File: config.mk
export PLATFORM = sky130hd
export DESIGN_NAME = gate_top
export DESIGN_NICKNAME = d
export VERILOG_FILES = /design/src/source/gate_pkg.sv /design/src/source/local_bus_if.sv /design/src/source/gate_top.sv /design/src/source/reg_bank.sv /design/src/source/packet_gate.sv /design/src/source/short_fifo.sv
export SDC_FILE = /design/constraint.sdc
export NUM_CORES = 1
export LEC_CHECK = 0
export BUFFER_PORTS_ARGS = -buffer_cell sky130_fd_sc_hd__buf_2
export CAP_MARGIN = 10
export CELL_PAD_IN_SITES_DETAIL_PLACEMENT = 1
export CELL_PAD_IN_SITES_GLOBAL_PLACEMENT = 1
export CORE_MARGIN = 5
export CORE_UTILIZATION = 30
export DETAILED_ROUTE_END_ITERATION = 10
export PLACE_DENSITY = 0.52
export SLEW_MARGIN = 20
export SYNTH_ARGS = -nofsm -noshare
export SYNTH_HDL_FRONTEND = slang
export SYNTH_HIERARCHICAL = 1
export SYNTH_SLANG_ARGS = --single-unit
File: constraint.sdc
create_clock -name clk -period 7.6 [get_ports clk]
set_input_delay 0.76 -clock clk [delete_from_list [all_inputs] [get_ports clk]]
set_output_delay 0.76 -clock clk [all_outputs]
set_load 0.02 [all_outputs]
File: src/source/gate_pkg.sv
package gate_pkg;

	// Local bus address width
	localparam int addr_w = 24;

	// Local bus data width
	localparam int data_w = 32;

	// Bytes in the leading nonce
	localparam int nonce_bytes = 8;

	// Bytes in one request transaction
	// Each response is the same length
	localparam int txn_bytes = 8;

	// Read flag position inside the control word
	localparam int rd_bit = 28;

	// Control and address word as received
	// Bits 23 to 0 hold the address
	// Kept in the control FIFO until the read data comes back
	typedef logic [31:0] ctl_addr_t;

	// One entry of the transmit queue
	typedef struct packed {
		// Byte shown to the host
		logic [7:0] data;
		// Set on the eighth byte of a response
		logic       last;
	} tx_byte_t;

endpackage
File: src/source/local_bus_if.sv
`timescale 1ns/1ps

interface local_bus_if;
	import gate_pkg::*;

	// Register address
	logic [addr_w-1:0] addr;

	// Write data toward the slave
	logic [data_w-1:0] wdata;

	// Read data back from the slave
	// Valid a fixed number of cycles after the strobe
	logic [data_w-1:0] rdata;

	// One cycle pulse per transaction
	logic              strobe;

	// High for a read, low for a write
	logic              rd;

	// Gateway side
	modport master (output addr, wdata, strobe, rd, input rdata);

	// Register bank side
	modport slave (input addr, wdata, strobe, rd, output rdata);

endinterface

File: src/source/gate_top.sv
`timescale 1ns/1ps

module gate_top #(
	parameter int pipe_del = 3
) (
	input  logic       clk,
	input  logic       rst_n,
	// Request stream from the host
	input  logic [7:0] rx_din,
	input  logic       rx_stb,
	input  logic       rx_end,
	// Response stream pulled by the host with tx_stb
	output logic [7:0] tx_dout,
	output logic       tx_rdy,
	output logic       tx_end,
	input  logic       tx_stb
);

	// Local bus between gateway and register bank
	local_bus_if bus ();

	// Parser and bus master
	packet_gate #(
		.pipe_del (pipe_del)
	) gate (
		.clk     (clk),
		.rst_n   (rst_n),
		.rx_din  (rx_din),
		.rx_stb  (rx_stb),
		.rx_end  (rx_end),
		.tx_dout (tx_dout),
		.tx_rdy  (tx_rdy),
		.tx_end  (tx_end),
		.tx_stb  (tx_stb),
		.bus     (bus.master)
	);

	// Registers behind the bus
	reg_bank #(
		.pipe_del (pipe_del)
	) regs (
		.clk   (clk),
		.rst_n (rst_n),
		.bus   (bus.slave)
	);

endmodule

File: src/source/reg_bank.sv
`timescale 1ns/1ps

module reg_bank #(
	parameter int pipe_del  = 3,
	parameter int reg_count = 16
) (
	input  logic       clk,
	input  logic       rst_n,
	local_bus_if.slave bus
);
	import gate_pkg::*;

	localparam int idx_w = (reg_count > 1) ? $clog2(reg_count) : 1;

	// Register file
	logic [data_w-1:0] regs [reg_count];

	// Read data pipeline with stage 0 first
	logic [data_w-1:0] rd_pipe [pipe_del];

	logic [idx_w-1:0]  idx;
	logic              hit;
	logic [data_w-1:0] prior;

	// Address decode
	assign idx = bus.addr[idx_w-1:0];
	assign hit = bus.addr < addr_w'(reg_count);

	// Contents before any write in this cycle
	// Addresses past the bank read as zero
	assign prior = hit ? regs[idx] : '0;

	always_ff @(posedge clk or negedge rst_n) begin
		if (!rst_n) begin
			for (int i = 0; i < reg_count; i++) begin
				regs[i] <= '0;
			end
		end else if (bus.strobe && !bus.rd && hit) begin
			// Writes outside the bank are dropped
			regs[idx] <= bus.wdata;
		end
	end

	// Old value enters the pipe on every strobe
	// So a write returns what it replaced
	always_ff @(posedge clk or negedge rst_n) begin
		if (!rst_n) begin
			for (int i = 0; i < pipe_del; i++) begin
				rd_pipe[i] <= '0;
			end
		end else begin
			rd_pipe[0] <= bus.strobe ? prior : '0;
			for (int i = 1; i < pipe_del; i++) begin
				rd_pipe[i] <= rd_pipe[i-1];
			end
		end
	end

	// Last stage lines up with pipe_del cycles after the strobe
	assign bus.rdata = rd_pipe[pipe_del-1];

	// Master must hold the bus between strobes
	a_bus_stable : assert property (@(posedge clk) disable iff (!rst_n)
		!bus.strobe |-> $stable(bus.rd) && $stable(bus.wdata) && $stable(bus.addr));

endmodule

File: src/source/packet_gate.sv
`timescale 1ns/1ps

module packet_gate #(
	parameter int pipe_del = 3
) (
	input  logic        clk,
	input  logic        rst_n,
	input  logic [7:0]  rx_din,
	input  logic        rx_stb,
	input  logic        rx_end,
	output logic [7:0]  tx_dout,
	output logic        tx_rdy,
	output logic        tx_end,
	input  logic        tx_stb,
	local_bus_if.master bus
);
	import gate_pkg::*;

	localparam int cnt_w = $clog2(txn_bytes);

	// Receive side
	logic [cnt_w-1:0]  byte_cnt;
	logic              in_txn;
	logic              cnt_wrap;
	logic [63:0]       rx_sr;
	logic [63:0]       rx_next;
	logic              rx_loop;
	logic              txn_start;
	logic              txn_done;

	// Bus master registers
	logic              strobe_q;
	logic [addr_w-1:0] addr_q;
	logic [data_w-1:0] wdata_q;
	logic              rd_q;

	// Control word queue
	ctl_addr_t         ctl_din;
	ctl_addr_t         ctl_dout;
	logic              ctl_full;
	logic              ctl_load;

	// Response timing and shifter
	logic [pipe_del+7:0] dly;
	logic [pipe_del+8:0] dly_all;
	logic                resp_win;
	logic [63:0]         resp_sr;
	logic                resp_push;
	logic [7:0]          resp_byte;
	logic                resp_last;

	// Transmit queue
	tx_byte_t          tx_din;
	tx_byte_t          tx_head;
	logic              tx_we;
	logic              tx_re;
	logic              tx_empty;
	logic              pop_last;
	logic [5:0]        pending;

	// Incoming byte appended at the low end
	assign rx_next = {rx_sr[55:0], rx_din};

	// Counter wraps at the end of the nonce or of a transaction
	assign cnt_wrap = in_txn ? (byte_cnt == cnt_w'(txn_bytes - 1))
		: (byte_cnt == cnt_w'(nonce_bytes - 1));

	assign txn_start = rx_stb & in_txn & (byte_cnt == '0);
	assign txn_done  = rx_stb & in_txn & cnt_wrap;

	// Nonce bytes go straight back out
	assign rx_loop = rx_stb & ~in_txn;

	always_ff @(posedge clk or negedge rst_n) begin
		if (!rst_n) begin
			byte_cnt <= '0;
			in_txn   <= 1'b0;
		end else if (rx_end) begin
			// End of packet restarts with a nonce
			byte_cnt <= '0;
			in_txn   <= 1'b0;
		end else if (rx_stb) begin
			byte_cnt <= cnt_wrap ? '0 : byte_cnt + 1'b1;
			if (!in_txn && cnt_wrap) begin
				in_txn <= 1'b1;
			end
		end
	end

	// Request shift register
	always_ff @(posedge clk) begin
		if (rx_stb) begin
			rx_sr <= rx_next;
		end
	end

	// Strobe follows the eighth byte by one cycle
	// Address, data and read flag then hold until the next strobe
	always_ff @(posedge clk or negedge rst_n) begin
		if (!rst_n) begin
			strobe_q <= 1'b0;
			addr_q   <= '0;
			wdata_q  <= '0;
			rd_q     <= 1'b0;
		end else begin
			strobe_q <= txn_done;
			if (txn_done) begin
				addr_q  <= rx_next[32 +: addr_w];
				wdata_q <= rx_next[data_w-1:0];
				rd_q    <= rx_next[32 + rd_bit];
			end
		end
	end

	assign bus.strobe = strobe_q;
	assign bus.addr   = addr_q;
	assign bus.wdata  = wdata_q;
	assign bus.rd     = rd_q;

	// Shift register holds the whole transaction in the strobe cycle
	assign ctl_din = rx_sr[63:32];

	short_fifo #(
		.payload_t (ctl_addr_t),
		.aw        (2)
	) ctl_fifo (
		.clk   (clk),
		.rst_n (rst_n),
		.din   (ctl_din),
		.we    (strobe_q),
		.re    (ctl_load),
		.dout  (ctl_dout),
		.full  (ctl_full),
		.empty ()
	);

	// Strobe delay line
	// dly_all[k] is high k cycles after the strobe
	always_ff @(posedge clk or negedge rst_n) begin
		if (!rst_n) begin
			dly <= '0;
		end else begin
			dly <= {dly[pipe_del+6:0], strobe_q};
		end
	end

	assign dly_all = {dly, strobe_q};

	// Read data is valid pipe_del cycles after the strobe
	assign ctl_load = dly_all[pipe_del];

	// Eight cycles of byte extraction after the load
	assign resp_win = |dly_all[pipe_del+8:pipe_del+1];

	// Load wins when back to back transactions overlap the last shift
	always_ff @(posedge clk) begin
		if (ctl_load) begin
			resp_sr <= {ctl_dout, bus.rdata};
		end else if (resp_win) begin
			resp_sr <= {resp_sr[55:0], 8'h00};
		end
		if (resp_win) begin
			resp_byte <= resp_sr[63:56];
		end
	end

	// Push lags the extraction window by one cycle
	always_ff @(posedge clk or negedge rst_n) begin
		if (!rst_n) begin
			resp_push <= 1'b0;
			resp_last <= 1'b0;
		end else begin
			resp_push <= resp_win;
			resp_last <= dly_all[pipe_del+8];
		end
	end

	// Nonce loopback takes priority on the queue input
	always_comb begin
		tx_din.data = rx_loop ? rx_din : resp_byte;
		tx_din.last = ~rx_loop & resp_last;
	end

	assign tx_we = rx_loop | resp_push;
	assign tx_re = tx_stb & ~tx_empty;

	short_fifo #(
		.payload_t (tx_byte_t),
		.aw        (5)
	) tx_fifo (
		.clk   (clk),
		.rst_n (rst_n),
		.din   (tx_din),
		.we    (tx_we),
		.re    (tx_re),
		.dout  (tx_head),
		.full  (),
		.empty (tx_empty)
	);

	// Outstanding responses let the final byte be marked
	assign pop_last = tx_re & tx_head.last;

	always_ff @(posedge clk or negedge rst_n) begin
		if (!rst_n) begin
			pending <= '0;
		end else if (txn_start && !pop_last) begin
			pending <= pending + 1'b1;
		end else if (!txn_start && pop_last) begin
			pending <= pending - 1'b1;
		end
	end

	assign tx_dout = tx_head.data;
	assign tx_rdy  = ~tx_empty;
	assign tx_end  = ~tx_empty & tx_head.last & (pending == 6'd1);

	// Control queue must have room for every issued transaction
	a_ctl_room : assert property (@(posedge clk) disable iff (!rst_n) strobe_q |-> !ctl_full);

endmodule

File: src/source/short_fifo.sv
`timescale 1ns/1ps

module short_fifo #(
	parameter type payload_t = logic [7:0],
	parameter int  aw        = 2
) (
	input  logic     clk,
	input  logic     rst_n,
	input  payload_t din,
	input  logic     we,
	input  logic     re,
	output payload_t dout,
	output logic     full,
	output logic     empty
);

	localparam int depth = 2 ** aw;

	// Storage
	payload_t mem [depth];

	// Pointers carry one extra wrap bit
	logic [aw:0] wr_ptr;
	logic [aw:0] rd_ptr;

	// Write port
	always_ff @(posedge clk) begin
		if (we && !full) begin
			mem[wr_ptr[aw-1:0]] <= din;
		end
	end

	always_ff @(posedge clk or negedge rst_n) begin
		if (!rst_n) begin
			wr_ptr <= '0;
			rd_ptr <= '0;
		end else begin
			if (we && !full) begin
				wr_ptr <= wr_ptr + 1'b1;
			end
			if (re && !empty) begin
				rd_ptr <= rd_ptr + 1'b1;
			end
		end
	end

	// Head entry shows without a read
	assign dout = mem[rd_ptr[aw-1:0]];

	// Equal slots with differing wrap bits mean full
	assign empty = (wr_ptr == rd_ptr);
	assign full  = (wr_ptr[aw] != rd_ptr[aw]) && (wr_ptr[aw-1:0] == rd_ptr[aw-1:0]);

	// Overflow loses data for good
	a_no_overflow : assert property (@(posedge clk) disable iff (!rst_n) we |-> !full);

	// Underflow would repeat a stale entry
	a_no_underflow : assert property (@(posedge clk) disable iff (!rst_n) re |-> !empty);

endmodule

# Yosys cells after proc, flatten, opt, wreduce, memory -nomap -nowiden
# Memory sizes are Yosys's and may differ from the RTL's.
# Index checks and enable logic that the tools add are counted.
# W data, S select, Z words.
dict set report op_classes {
  muxes 23
  reduce_logical 27
  addsub 7
  n_lt_le_gt_ge 3
  n_eq_ne 8
  bitwise_logic 14
}
# cell count
set ops {}
lappend ops {{$bwmux W512} 1}
lappend ops {{$mux W32} 5}
lappend ops {{$bmux W32 S4} 1}
lappend ops {{$demux W32 S4} 1}
lappend ops {{$mux W64} 2}
lappend ops {{$lt A24 B5 Y1 const B} 1}
lappend ops {{$add A6 B1 Y6 const B} 3}
lappend ops {{$logic_and A1 B1 Y1} 12}
lappend ops {{$mux W6} 2}
lappend ops {{$add A3 B1 Y3 const B} 3}
lappend ops {{$and A1 B1 Y1} 9}
lappend ops {{$mux W3} 3}
lappend ops {{$logic_not A1 Y1} 8}
lappend ops {{$mux W8} 1}
lappend ops {{$reduce_bool A2 Y1} 4}
lappend ops {{$reduce_or A8 Y1} 1}
lappend ops {{$mux W1} 7}
lappend ops {{$eq A6 B1 Y1 const B} 1}
lappend ops {{$eq A6 B6 Y1} 1}
lappend ops {{$sub A6 B1 Y6 const B} 1}
lappend ops {{$eq A5 B5 Y1} 1}
lappend ops {{$ge A5 B5 Y1 const B} 1}
lappend ops {{$lt A5 B1 Y1 const B} 1}
lappend ops {{$not A4 Y5} 1}
lappend ops {{8 further kinds} 11}
dict set report totals {
  wordCells 120
  ram_bits 416
  regBits 843
  n_memories 2
  in_bits 13
}
# name depth width read_ports rd_clocked_by_memory_dff wr line
set mem_list {}
lappend mem_list {gate.tx_fifo.mem 32 9 1 0 1 short_fifo.sv:20} ;# payload_t mem [depth];
lappend mem_list {gate.ctl_fifo.mem 4 32 1 0 1 short_fifo.sv:20}

# Depth between registers and ports, before layout
dict set report depth {
  ltp_word 7
  mapped_depth 12
  ltp_nobuf 9
}

# By module
# Netlist, hierarchy kept.
# mod area_per_inst_um2 instances cells_per_inst
set modules_own_cells {}
lappend modules_own_cells {reg_bank 26208.9 1 1540}
lappend modules_own_cells {{short_fifo at gate.tx_fifo} 11726.2 1 516}
lappend modules_own_cells {packet_gate 8006.4 1 417}
lappend modules_own_cells {{short_fifo at gate.ctl_fifo} 5138.7 1 219}

# Least setup slack after synthesis
# OpenSTA, ideal clock, no wires.
dict set report synth_path {
  path_kind {register -> output}
  startpoint {register gate.tx_fifo.rd_ptr[1]}
  endpoint {output port tx_end}
  n_path_buf 2
  slack_ns 4.616
  arrival_time_ns 2.224
  path_stages_with_launch 7
  path_cell_list {dfrtp_1 > buf_2 > buf_1 > mux4_2 > mux4_2 > mux2_2 > nor4b_1}
}
# item line
set synth_lines {}
lappend synth_lines {{start, declared} short_fifo.sv:24} ;# logic [aw:0] rd_ptr;
lappend synth_lines {{start signal, assigned} short_fifo.sv:42} ;# rd_ptr <= rd_ptr + 1'b1;
lappend synth_lines {{end, declared} gate_top.sv:15} ;# output logic tx_end,

==> results.md <==
* Status: finished clean
* Layout cells sized above 1 at 41.94%
* Instance count on the critical path at 6
* Area of the core region at 0.1693 mm^2
* Crit-path most repeated cell: mux4_2
* Violation count after the first detailed-route iteration at 1,677
* Relative slew slack at 27.31%
* Setup violators final at 0
* Number of fill cells at 16,690
* Worst r2r src: gate/tx_fifo/rd_ptr[1]
* Maximum clock path buffer count at 3
* Routed wire length at 128,800 um
* Source-to-sink clock delay at the later pin of the worst-skew pair at 760 ps
* Mapped Area at 0.05106 mm^2
* Number of cells upsized or downsized after cts at 0
* Critical path fanouts, max at 41
* Vert. Die Dim at 422.6 um
* Nature of the critical path startpoint: register
* Final weighted congestion in routability-driven placement at 0.7631
* Number of buffer cells added on primary ports at 22
* Path depth of the worst reg2reg path at 9
* Remaining design rule violation count at 0
* Area of the die at 0.1785 mm^2
* Critical path data required time at 6840 ps
* Area delta synth->final at 13.31%
* Average cell area after synthesis at 19.00 um^2
* Row count at 151
* CP Capture Point: tx_end
* Unrepaired setup endpoints after global routing: false
* Most frequent standard cell in the layout excluding fill and tap cells: dfrtp_1
* Total Routing Usage GR at 14.53%
* Top delay family on crit path: multiplexers
* Maximum resistive drop on vdd at 208.5 uV
* Horizontal die dimension at 422.6 um
* CTS tree: done
* Clock transition at the registers of the reported paths at 60 ps
* Average wire length per cell after detail routing at 25.60 um
* Cell at the root of the clock tree: clkbuf_16
* Sum of buffers and inverters on the critical path at 2
* Global route total overflow at 0
* Total CTS buffers at 142
* Maximum Capacitance Violations at 0
* Iteration count of the initial detailed-routing pass at 5
* Final hold slack at 199.0 ps
* Crit Path Class: reg2out
* Via count of the first global-routing pass at 28,240
* Total count of max-transition violations in the final report at 0
* Average vias per placed instance at 4.882
* Max Clock Skew at 46.10 ps
* Antenna violation net count after detailed routing at 0
* Number of clock sinks at 1,259
* Data arrival time of the critical path at 3940 ps
* Number of nets in the layout at 2,726
* Count of boundary I/O pins at 23
* Leakage power of the design at 22.61 nW
* Achievable frequency at 212.9 MHz
* Total power of the final layout at 15.88 mW
* Cell with the largest stage delay on the worst path: dfrtp_2
* Detailed-placement wirelength estimate at 70,180 um
* Net count after synthesis at 2,718
* Leading cell types in the layout, fill and taps excluded: dfrtp_1, mux2_2, edfxtp_1
* Min Clock Period, post-route at 4698 ps
* Chain of cells forming the critical path: buf_4, mux4_2, mux4_2, mux2_2, nor4b_1, buf_2
* Sum of negative setup slack at 0 ps
* Capture point of the worst reg-to-reg path: gate/pending[5]
* Global-route wire length before repair at 193,800 um
* Delay of the slowest cell on the worst path at 930 ps
* Register-to-Register Setup Slack at 3570 ps
* Starting Density at 30.16%
* Via count at 24,550
* Transition time at the pin with the least slew margin at 1090 ps
* Utilization of the core after routing at 34.18%
* Total power divided by cell area at 274.4 mW/mm^2
* Number of warnings reported in the yosys synthesis log at 6
* Synthesized instance count at 2,688
* Final hold vios at 0
* Kind of capture point of the worst setup path: output port
* Worst hold path class: in2reg
* Pin count of the biggest net entering global routing at 173
* Initial antenna violation count at 12
* Beginning of the critical path: gate/tx_fifo/rd_ptr[1]
* Final worst path period share at 61.81%
* Deepest level of the CTS H-tree at 4
[area by class of cell]
cell class	count	area, um^2	share of cell area [%]
diodes	2	5.005	0.008651
clock buffers	203	4026	6.959
clock inverters	54	620.6	1.073
inverters	15	56.30	0.09732
multi-input cells	1207	15530	26.85
flip-flops and latches	1259	34290	59.27
well taps	2218	2775	4.797
repair buffers	71	550.5	0.9516
[flip-flops by register name, indices dropped and copies added (netlist names)]
signal                flops
gate/bus.addr            24
gate/bus.rd               1
gate/bus.strobe           1
gate/bus.wdata           32
gate/byte_cnt             3
gate/ctl_fifo/mem       128
gate/ctl_fifo/rd_ptr      3
gate/ctl_fifo/wr_ptr      3
gate/dly                 11
gate/in_txn               1
gate/pending              6
gate/resp_byte            8
gate/resp_last            1
gate/resp_push            1
gate/resp_sr             64
gate/rx_sr               64
gate/tx_fifo/mem        288
gate/tx_fifo/rd_ptr       6
gate/tx_fifo/wr_ptr       6
regs/bus.rdata           32
regs/rd_pipe             64
regs/regs               512
[per-stage QoR]
stage,cell area (um^2),instances,setup WS (ps)
2_1_floorplan,51060,2688,4616
3_3_place_gp,53140,4767,3360
3_5_place_dp,53140,4767,3086
4_1_cts,57800,5025,2475
5_1_grt,57850,5029,2746
6_report,57850,5029,2902
[worst min-delay path by stage]
stage	start	end	depth (start not counted)
finish	rx_end	gate/byte_cnt[2]	2
global route	rx_end	gate/byte_cnt[2]	2
CTS	rx_end	gate/in_txn	2
detailed placement	gate/dly[1]	gate/dly[2]	0
global placement	regs/rd_pipe[76]	regs/rd_pipe[44]	0
floorplan	gate/dly[0]	gate/dly[1]	0
[layer usage]
metal | global-route usage (%) | routed length [um]
met5 | 0 | 0
met4 | 4.623 | 3563
met3 | 2.553 | 4804
met2 | 24.33 | 63550
met1 | 19.27 | 56840
[where the power goes]
group          total, mW  internal (mW)  switching (mW)  leakage [nW]
registers           7.52           7.29           0.230          14.6
logic               1.60          0.718           0.877          5.73
clock network       6.77           3.94            2.83          2.25
[what timing repair did]
| item | in CTS | in global routing |
|---|---|---|
| endpoints found under the setup margin | 0 | 0 |
| buffers inserted | 0 | 0 |
| endpoints found under the hold margin | 73 | 0 |
| hold buffers | 1 | 0 |
No activity file was read; power rests on OpenSTA's default activity.
